<file path="config.mk">
export PLATFORM = sky130hd
export DESIGN_NAME = uart_rx_top
export DESIGN_NICKNAME = d
export VERILOG_FILES = /design/src/design/uart_rx_pkg.sv /design/src/design/uart_rx_top.sv /design/src/design/uart_rx_regs.sv /design/src/design/uart_rx_fifo.sv /design/src/design/uart_rx_sampler.sv
export SDC_FILE = /design/constraint.sdc
export NUM_CORES = 2
export LEC_CHECK = 0
export BUFFER_PORTS_ARGS = -buffer_cell sky130_fd_sc_hd__buf_2
export CAP_MARGIN = 10
export CORE_MARGIN = 10
export CORE_UTILIZATION = 35
export DETAILED_ROUTE_END_ITERATION = 8
export PLACE_DENSITY = 0.48
export SETUP_SLACK_MARGIN = 0.2
export SYNTH_ARGS = -nofsm -noshare
export SYNTH_HDL_FRONTEND = slang
export SYNTH_HIERARCHICAL = 1
export SYNTH_SLANG_ARGS = --single-unit
</file>
<file path="constraint.sdc">
create_clock -name i_clock -period 6 [get_ports i_clock]
set_clock_uncertainty 0.15 [all_clocks]
set_input_delay 0.3 -clock i_clock [delete_from_list [all_inputs] [get_ports i_clock]]
set_output_delay 0.3 -clock i_clock [all_outputs]
set_load 0.02 [all_outputs]
</file>
<file path="src/design/uart_rx_pkg.sv">
/*
 Shared definitions for the UART receiver.
 Holds the bus addresses, the frame constants and the read-word layout
 used by the register port and the testbench.
*/

`default_nettype none

package uart_rx_pkg;

	// Bus read addresses.
	localparam logic [1:0] ADDR_DATA = 2'd0;
	localparam logic [1:0] ADDR_STATUS = 2'd1;

	// Frame format.
	localparam int DATA_BITS = 8;
	localparam logic [7:0] SOFT_RESET_CHAR = 8'hff;

	// One read word, decoded as a data byte or as a status word.
	typedef union packed {
		struct packed {
			logic [31-DATA_BITS:0] pad;
			logic [DATA_BITS-1:0] value;
		} data;
		struct packed {
			logic [28:0] pad;
			logic full;
			logic empty;
			logic zero;
		} status;
	} rx_rdata_t;

endpackage

`default_nettype wire
</file>
<file path="src/design/uart_rx_top.sv">
/*
 UART receiver with a memory-mapped read port.
 Connects the bit sampler, the receive FIFO and the register port, and
 sets the clock, baud rate and FIFO depth for all of them.
*/

`timescale 1ns/10ps
`default_nettype none

module uart_rx_top #(
	parameter int FREQUENCY = 50_000_000,
	parameter int BAUDRATE = 9600,
	parameter int FIFO_DEPTH = 256
)(
	input wire i_clock,
	input wire i_reset,

	input wire i_rx,

	input wire i_request,
	input wire [1:0] i_address,
	output logic [31:0] o_rdata,
	output logic o_ready,

	output logic o_interrupt,
	output logic o_soft_reset
);
	wire [uart_rx_pkg::DATA_BITS-1:0] rx_byte;
	wire rx_byte_strobe;
	wire fifo_read;
	wire [uart_rx_pkg::DATA_BITS-1:0] fifo_rdata;
	wire fifo_empty;
	wire fifo_full;

	uart_rx_sampler #(
		.FREQUENCY(FREQUENCY),
		.BAUDRATE(BAUDRATE)
	) sampler (
		.i_clock(i_clock),
		.i_reset(i_reset),
		.i_rx(i_rx),
		.o_byte(rx_byte),
		.o_byte_strobe(rx_byte_strobe),
		.o_interrupt(o_interrupt),
		.o_soft_reset(o_soft_reset)
	);

	uart_rx_fifo #(
		.DEPTH(FIFO_DEPTH),
		.WIDTH(uart_rx_pkg::DATA_BITS)
	) fifo (
		.i_clock(i_clock),
		.i_reset(i_reset),
		.i_write(rx_byte_strobe),
		.i_wdata(rx_byte),
		.i_read(fifo_read),
		.o_rdata(fifo_rdata),
		.o_empty(fifo_empty),
		.o_full(fifo_full)
	);

	uart_rx_regs regs (
		.i_clock(i_clock),
		.i_reset(i_reset),
		.i_request(i_request),
		.i_address(i_address),
		.o_rdata(o_rdata),
		.o_ready(o_ready),
		.o_fifo_read(fifo_read),
		.i_fifo_rdata(fifo_rdata),
		.i_fifo_empty(fifo_empty),
		.i_fifo_full(fifo_full)
	);

endmodule

`default_nettype wire

</file>
<file path="src/design/uart_rx_regs.sv">
/*
 Bus read port of the UART receiver.
 Address 0 waits for data, pops one byte and returns it; address 1 returns
 the FIFO flags. o_ready holds until the master drops its request.
*/

`timescale 1ns/10ps
`default_nettype none

module uart_rx_regs (
	input wire i_clock,
	input wire i_reset,

	input wire i_request,
	input wire [1:0] i_address,
	output logic [31:0] o_rdata,
	output logic o_ready,

	output logic o_fifo_read,
	input wire [uart_rx_pkg::DATA_BITS-1:0] i_fifo_rdata,
	input wire i_fifo_empty,
	input wire i_fifo_full
);
	typedef enum logic [1:0] {
		ST_IDLE,
		ST_POP,
		ST_LATCH,
		ST_DONE
	} state_t;

	state_t state;
	uart_rx_pkg::rx_rdata_t data_word;
	uart_rx_pkg::rx_rdata_t status_word;

	always_comb begin
		data_word = '0;
		data_word.data.value = i_fifo_rdata;
		status_word = '0;
		status_word.status.full = i_fifo_full;
		status_word.status.empty = i_fifo_empty;
	end

	assign o_fifo_read = (state == ST_POP);
	assign o_ready = (state == ST_DONE) && i_request;

	always_ff @(posedge i_clock) begin
		if (i_reset) begin
			state <= ST_IDLE;
			o_rdata <= '0;
		end
		else if (!i_request) begin
			state <= ST_IDLE;
		end
		else begin
			case (state)
				ST_IDLE: begin
					if (i_address == uart_rx_pkg::ADDR_DATA && !i_fifo_empty) begin
						state <= ST_POP;
					end
					else if (i_address == uart_rx_pkg::ADDR_STATUS) begin
						o_rdata <= status_word;
						state <= ST_DONE;
					end
				end
				ST_POP: state <= ST_LATCH;
				ST_LATCH: begin
					// Popped byte is on the FIFO output now.
					o_rdata <= data_word;
					state <= ST_DONE;
				end
				default: state <= ST_DONE;
			endcase
		end
	end

	// Only the two defined addresses ever complete.
	a_ready_with_request: assert property (@(posedge i_clock) disable iff (i_reset)
		o_ready |-> i_request && (i_address == uart_rx_pkg::ADDR_DATA ||
			i_address == uart_rx_pkg::ADDR_STATUS));

endmodule

`default_nettype wire

</file>
<file path="src/design/uart_rx_fifo.sv">
/*
 Synchronous FIFO between the sampler and the register port.
 A write while full is ignored; a read pops the head into a registered output
 that is valid one cycle after the read.
*/

`timescale 1ns/10ps
`default_nettype none

module uart_rx_fifo #(
	parameter int DEPTH = 256,
	parameter int WIDTH = 8
)(
	input wire i_clock,
	input wire i_reset,

	input wire i_write,
	input wire [WIDTH-1:0] i_wdata,

	input wire i_read,
	output logic [WIDTH-1:0] o_rdata,

	output logic o_empty,
	output logic o_full
);
	localparam int PTR_W = (DEPTH > 1) ? $clog2(DEPTH) : 1;
	localparam int CNT_W = $clog2(DEPTH + 1);

	logic [WIDTH-1:0] mem [DEPTH];
	logic [PTR_W-1:0] wr_ptr;
	logic [PTR_W-1:0] rd_ptr;
	logic [CNT_W-1:0] count;
	logic do_write;
	logic do_read;

	assign o_empty = (count == '0);
	assign o_full = (count == CNT_W'(DEPTH));

	assign do_write = i_write && !o_full;
	assign do_read = i_read && !o_empty;

	always_ff @(posedge i_clock) begin
		if (i_reset) begin
			wr_ptr <= '0;
			rd_ptr <= '0;
			count <= '0;
		end
		else begin
			if (do_write) begin
				wr_ptr <= (wr_ptr == PTR_W'(DEPTH - 1)) ? '0 : wr_ptr + 1'b1;
			end
			if (do_read) begin
				rd_ptr <= (rd_ptr == PTR_W'(DEPTH - 1)) ? '0 : rd_ptr + 1'b1;
			end
			if (do_write && !do_read) begin
				count <= count + 1'b1;
			end
			else if (do_read && !do_write) begin
				count <= count - 1'b1;
			end
		end
	end

	// Storage and popped word.
	always_ff @(posedge i_clock) begin
		if (do_write) begin
			mem[wr_ptr] <= i_wdata;
		end
		if (do_read) begin
			o_rdata <= mem[rd_ptr];
		end
	end

	a_flags_exclusive: assert property (@(posedge i_clock) disable iff (i_reset)
		!(o_empty && o_full));

	// The reader only pops once it has seen data.
	a_no_read_empty: assert property (@(posedge i_clock) disable iff (i_reset)
		i_read |-> !o_empty);

endmodule

`default_nettype wire

</file>
<file path="src/design/uart_rx_sampler.sv">
/*
 Serial input side of the UART receiver.
 Synchronizes the line, finds start bits and samples each bit at its middle.
 A byte with a good stop bit is offered to the FIFO with a one-cycle strobe,
 together with the interrupt and, for the soft-reset character, a reset pulse.
*/

`timescale 1ns/10ps
`default_nettype none

module uart_rx_sampler #(
	parameter int FREQUENCY = 50_000_000,
	parameter int BAUDRATE = 9600
)(
	input wire i_clock,
	input wire i_reset,

	input wire i_rx,

	output logic [uart_rx_pkg::DATA_BITS-1:0] o_byte,
	output logic o_byte_strobe,
	output logic o_interrupt,
	output logic o_soft_reset
);
	localparam int BIT_PERIOD = FREQUENCY / BAUDRATE;
	localparam int HALF_BIT = BIT_PERIOD / 2;
	localparam int PRESCALE_W = $clog2(BIT_PERIOD);

	// Bit index runs from the start bit down to the stop bit and rests at zero.
	localparam int FRAME_LEN = uart_rx_pkg::DATA_BITS + 2;
	localparam int IDX_W = $clog2(FRAME_LEN + 1);
	localparam logic [IDX_W-1:0] START_IDX = IDX_W'(FRAME_LEN);
	localparam logic [IDX_W-1:0] STOP_IDX = IDX_W'(1);

	logic rx_meta;
	logic rx_sync;
	logic [PRESCALE_W-1:0] prescale;
	logic [IDX_W-1:0] bidx;
	logic [uart_rx_pkg::DATA_BITS-1:0] shift;

	assign o_byte = shift;

	// Two-flop synchronizer that idles high like the line.
	always_ff @(posedge i_clock) begin
		if (i_reset) begin
			rx_meta <= 1'b1;
			rx_sync <= 1'b1;
		end
		else begin
			rx_meta <= i_rx;
			rx_sync <= rx_meta;
		end
	end

	// Frame sequencing and output pulses.
	always_ff @(posedge i_clock) begin
		if (i_reset) begin
			prescale <= '0;
			bidx <= '0;
			o_byte_strobe <= 1'b0;
			o_interrupt <= 1'b0;
			o_soft_reset <= 1'b0;
		end
		else begin
			o_byte_strobe <= 1'b0;
			o_interrupt <= 1'b0;
			o_soft_reset <= 1'b0;

			if (prescale != '0) begin
				prescale <= prescale - 1'b1;
			end
			else if (bidx == '0) begin
				// Wait half a bit after the line falls.
				if (!rx_sync) begin
					prescale <= PRESCALE_W'(HALF_BIT - 1);
					bidx <= START_IDX;
				end
			end
			else if (bidx == START_IDX) begin
				if (!rx_sync) begin
					prescale <= PRESCALE_W'(BIT_PERIOD - 1);
					bidx <= bidx - 1'b1;
				end
				else begin
					// Line is high again, so this was a glitch.
					bidx <= '0;
				end
			end
			else if (bidx > STOP_IDX) begin
				prescale <= PRESCALE_W'(BIT_PERIOD - 1);
				bidx <= bidx - 1'b1;
			end
			else begin
				// Stop bit sample; a low stop bit drops the byte.
				bidx <= '0;
				if (rx_sync) begin
					o_byte_strobe <= 1'b1;
					o_interrupt <= 1'b1;
					o_soft_reset <= (shift == uart_rx_pkg::SOFT_RESET_CHAR);
				end
			end
		end
	end

	// Data bits arrive LSB first.
	always_ff @(posedge i_clock) begin
		if (prescale == '0 && bidx > STOP_IDX && bidx < START_IDX) begin
			shift <= {rx_sync, shift[uart_rx_pkg::DATA_BITS-1:1]};
		end
	end

	a_bidx_in_frame: assert property (@(posedge i_clock) disable iff (i_reset)
		bidx <= START_IDX);

endmodule

`default_nettype wire

</file>
# Yosys cells after proc, flatten, opt, wreduce, memory -nomap -nowiden
# Memories as Yosys holds them, arrays and structs flattened. A register that Yosys moved wholly into a read port is not among the register bits.
# Cells that the tools add are included.
# word_totals
register_bits	88
ramBits	2048
inputBits	6
output_inout_bits	35
word_cells	90
n_memories	1
# op_classes
addsub	6
n_lt_le_gt_ge	2
n_eq_ne	15
muxes	24
bitwise	3
reduce_logical	27
# memory_table
name	depth	word_bits	rd	rd_ports_with_merged_regs	wr	line_no	text
fifo.mem	256	8	1	1	1	uart_rx_fifo.sv:29	logic [WIDTH-1:0] mem [DEPTH];
# op_table
cell	n
2-to-1 mux 13 bit	6
2-to-1 mux 32 bit	2
case mux 32 bit (2 select lines)	1
equality test 8 bit, second input constant	3
2-to-1 mux 4 bit	5
2-to-1 mux 9 bit	2
adder 8 x 1 -> 8 bit, second input constant	2
2-to-1 mux 8 bit	2
logical NOT 13 bit	1
nonzero test 13 bit	1
subtractor 13 x 1 -> 13 bit, second input constant	1
adder 9 x 1 -> 9 bit, second input constant	1
equality test 9 bit, second input constant	1
logical NOT 9 bit	1
subtractor 9 x 1 -> 9 bit, second input constant	1
logical AND 1 bit	8
inequality test 3 bit, second input constant	2
OR reduction 6 bit	1
OR reduction 5 bit	1
equality test 2 x 1 -> 1 bit, second input constant	2
equality test 2 bit, second input constant	2
equality test 4 bit, second input constant	1
greater-than comparator 4 x 1 -> 1 bit, second input constant	1
logical NOT 1 bit	4
other kinds (17)	25

# Logic depth before layout (Yosys ltp)
# logic_depth
depth_word	7
depth_mapped	15
ltp_nobuf	14

# Modules after synthesis
# The synthesis kept the hierarchy.
# by_module_without_submodules
module	n_inst	cells_each	area_each_um2	seq_area_each_um2
uart_rx_fifo	1	3876	81070.3	62239.7
uart_rx_sampler	1	139	1415.1	660.6
uart_rx_regs	1	74	608.1	200.2

# Least setup slack after synthesis
# No wires, ideal clock.
# synth_path
path_type	reg2reg
start	register sampler.shift (netlist bit sampler/o_byte[2])
end	memory fifo.mem[0][2], data pin
setup_ns	0.823
arrival_ns	3.255
required_ns	5.027
path_slack_ns	1.772
stages_incl_launch_ff	1
n_path_buf	0
synth_period_minus_slack_ns	4.228
path_cell_list	edfxtp_1
# synth_rtl
element	line_no	text
start, declared	uart_rx_sampler.sv:39	logic [uart_rx_pkg::DATA_BITS-1:0] shift;
start signal, assigned	uart_rx_sampler.sv:108	shift <= {rx_sync, shift[uart_rx_pkg::DATA_BITS-1:1]};
end, declared	uart_rx_fifo.sv:29	
# Straight into the memory's write port.

==> results.json <==
{
  "wirelength_um": 234000,
  "clock_latency_ns": 0.87,
  "power_density_nw_per_um2": 319,
  "synth_ff_type": "edfxtp_1",
  "layout_worst_path_cycle_share_pct": 76.5,
  "hold_violations": 0,
  "criticalPathCategory": "reg2reg",
  "syn_avg_cell_area_um2": 20.3,
  "synth_seq_cells": 2120,
  "core_area_um2": 236000,
  "ctsLongestPathBuffers": 3,
  "io_pins": 41,
  "crit-reg2reg-launch": "fifo/rd_ptr[0]",
  "worst_pin_slew_ns": 1.21,
  "setup-tns-final_ns": 0,
  "synth_cell_types": 84,
  "yosysTopAreaCell": "edfxtp_1",
  "fp.dieArea_um2": 257000,
  "rrSetupSlack_ns": 1.41,
  "synth.most_common_cell": "edfxtp_1",
  "post_cts_buffers": 0,
  "yosys_warnings": 6,
  "cts_made_buffers": 220,
  "rows": 178,
  "syn2layout_area_growth_pct": 12.9,
  "io_buffers": 16,
  "utilization_pct": 39.8,
  "synth_edf_count": 2064,
  "peakVddDrop_mv": 0.289,
  "first_pass_iters": 6,
  "min_path_cells": 3,
  "drive_above_1_share_pct": 21.5,
  "ant_nets": 0,
  "initial_core_util_pct": 35.3,
  "wl_per_cell_um": 31.1,
  "syn_area_um2": 83100,
  "synth-seq-area-share_pct": 75.9,
  "cts-htree-levels": 4,
  "drtIter0Drc": 4247,
  "die_h_um": 507,
  "max-cap-violations": 0,
  "grt_overflow": 0,
  "finalCriticalPeriod_ns": 4.59,
  "crit_start": "fifo/rd_ptr[0]",
  "die_w_um": 507,
  "vias": 41500,
  "async_reset_ff_share_pct": 0,
  "antenna_found_initial": 7,
  "hp-class": "in2reg",
  "r2r-end": "fifo/o_rdata[0]",
  "p_leak_nw": 28.0,
  "grt_pass1_wl_um": 332000,
  "whs_endpoint": "regs/state[1]",
  "design.final.nets": 4230,
  "synth_top_cell_area_share_pct": 74.6,
  "grt_pass1_vias": 41800,
  "yosys-top-cells-count": "edfxtp_1 (2,064), mux4_2 (456), nor2_1 (325), mux2i_1 (146), nand2_1 (96)",
  "path_clk_slew_ns": 0.06,
  "ys_top_cells_by_area": "edfxtp_1 (75%), mux4_2 (12%), mux2i_1 (1.8%)",
  "rsz0062_at_grt": "false",
  "gp_congestion": 0.802,
  "cts_tree": "built",
  "setup_viol": 0,
  "max_freq_ghz": 0.218,
  "crit_required_ns": 6.46,
  "grt_usage_pct": 17.8,
  "slew_viol_final": 0,
  "crit_fanout": 53,
  "route.detailed.drc": 0,
  "grt_max_degree": 201,
  "worstHoldStart": "i_request",
  "synth_cells": 4089,
  "max_slew_margin_pct": 19.6,
  "r2r_cells": 8,
  "outcome": "complete, no violations",
  "cts_root_buf": "clkbuf_16",
  "cts_sinks": 2120,
  "post-dp-hpwl_um": 141000,
  "crit_arrival_ns": 5.05,
  "worstSetupEndpointType": "register",
  "viasPerCell": 5.49,
  "worstSetupStartpointType": "register"
}
==> state kept, by name, indices dropped and copies added, names as in the netlist, 2 cells and up <==
register / cells
fifo/count: 9
fifo/mem: 2048
fifo/o_rdata: 8
fifo/rd_ptr: 8
fifo/wr_ptr: 8
regs/o_rdata: 8
regs/state: 2
sampler/bidx: 4
sampler/o_byte: 8
sampler/prescale: 13
==> cell usage in the layout, fill, tap and decap left out, types with 17 or more instances in the layout <==
master	n
edfxtp_1	2064
mux4_2	456
nor2_1	323
clkbuf_16	221
mux2i_1	146
nand2_1	96
a21oi_1	88
buf_4	87
a22oi_1	81
clkinv_1	64
a221oi_1	53
clkbuf_1	51
dfxtp_1	50
o21ai_0	43
clkinv_2	42
nand3_1	37
o22ai_1	33
a22o_1	29
buf_12	26
conb_1	24
a211oi_1	23
nor3_1	21
inv_1	20
ha_1	19
nand3_2	17
==> layout make-up <==
| type | instances | area, µm² |
|---|---|---|
| antenna | 1 | 2.50 |
| multi-input combinational | 1702 | 18400 |
| tap | 3150 | 3940 |
| clock inverter | 142 | 1270 |
| clock buffer | 273 | 5740 |
| timing repair buffer | 136 | 1320 |
| sequential | 2120 | 63100 |
| inverter | 24 | 92.6 |
| fill | 21200 | 142000 |
==> power breakdown <==
group	internal (mW)	switching (mW)	total [mW]
Sequential	16.1	0.0584	16.2
Combinational	0.151	0.286	0.436
Clock	7.48	5.80	13.3
Total	23.8	6.14	29.9
==> per-stage QoR <==
step	setup WS (ns)	cell area [µm²]	total power, mW	hold WS, ns	instances
2_1_floorplan	1.77	83200	16.8	0.226	4112
3_3_place_gp	1.39	86800	16.9	0.264	7125
3_5_place_dp	1.36	86800	16.9	0.257	7125
4_1_cts	1.34	93800	30.2	0.0428	7547
5_1_grt	1.15	93800	30.9	0.103	7548
6_report	1.41	93800	29.9	0.119	7548
==> what timing repair did <==
| item | CTS | global route |
|---|---|---|
| gates resized for setup | 0 | 0 |
| hold buffers | 7 | 0 |
| endpoints found under the hold margin | 25 | 0 |
| setup endpoints to repair | 0 | 0 |
==> cells by family (layout without fill, tap and decap cells) <==
logic type	count (synthesis)	after routing	share of synthesized area [%]
flip-flops	2120	2120	75.9
multiplexers	612	612	14.4
AND/OR/NAND/NOR	584	584	3.13
AO/OA/AOI/OAI	440	440	3.79
buffers and inverters	290	575	2.22
XOR/XNOR	22	22	0.232
adder cells (fa/ha/maj)	20	20	0.310
other	1	25	0.00451
==> worst max-delay path by stage <==
stage	to	slack, ns
after floorplan	fifo/mem[0][2]	1.77
after detailed placement	fifo/o_rdata[0]	1.36
after global placement	fifo/o_rdata[0]	1.39
after CTS	fifo/o_rdata[0]	1.34
final	fifo/o_rdata[0]	1.41
after global routing	fifo/o_rdata[0]	1.15
==> per-layer routing <==
metal / vias up / track usage (%) / wire length, µm
met3: 277 / 2.88 / 14100
li1: 17200 / - / -
met1: 22600 / 25.8 / 105000
met2: 1376 / 28.0 / 110000
met4: 0 / 4.75 / 5930
met5: - / 0 / 0
==> worst max-delay path, cell delays in order, from the launching register on <==
cell and delay (ns):
dfxtp_4 0.93, buf_12 0.39, buf_4 0.39, mux4_2 0.53, o21ai_0 0.15, o211ai_1 0.14
nor4_1 0.82, nor3_1 0.23, or3_1 0.42
Power figures use the tool's default switching activity.
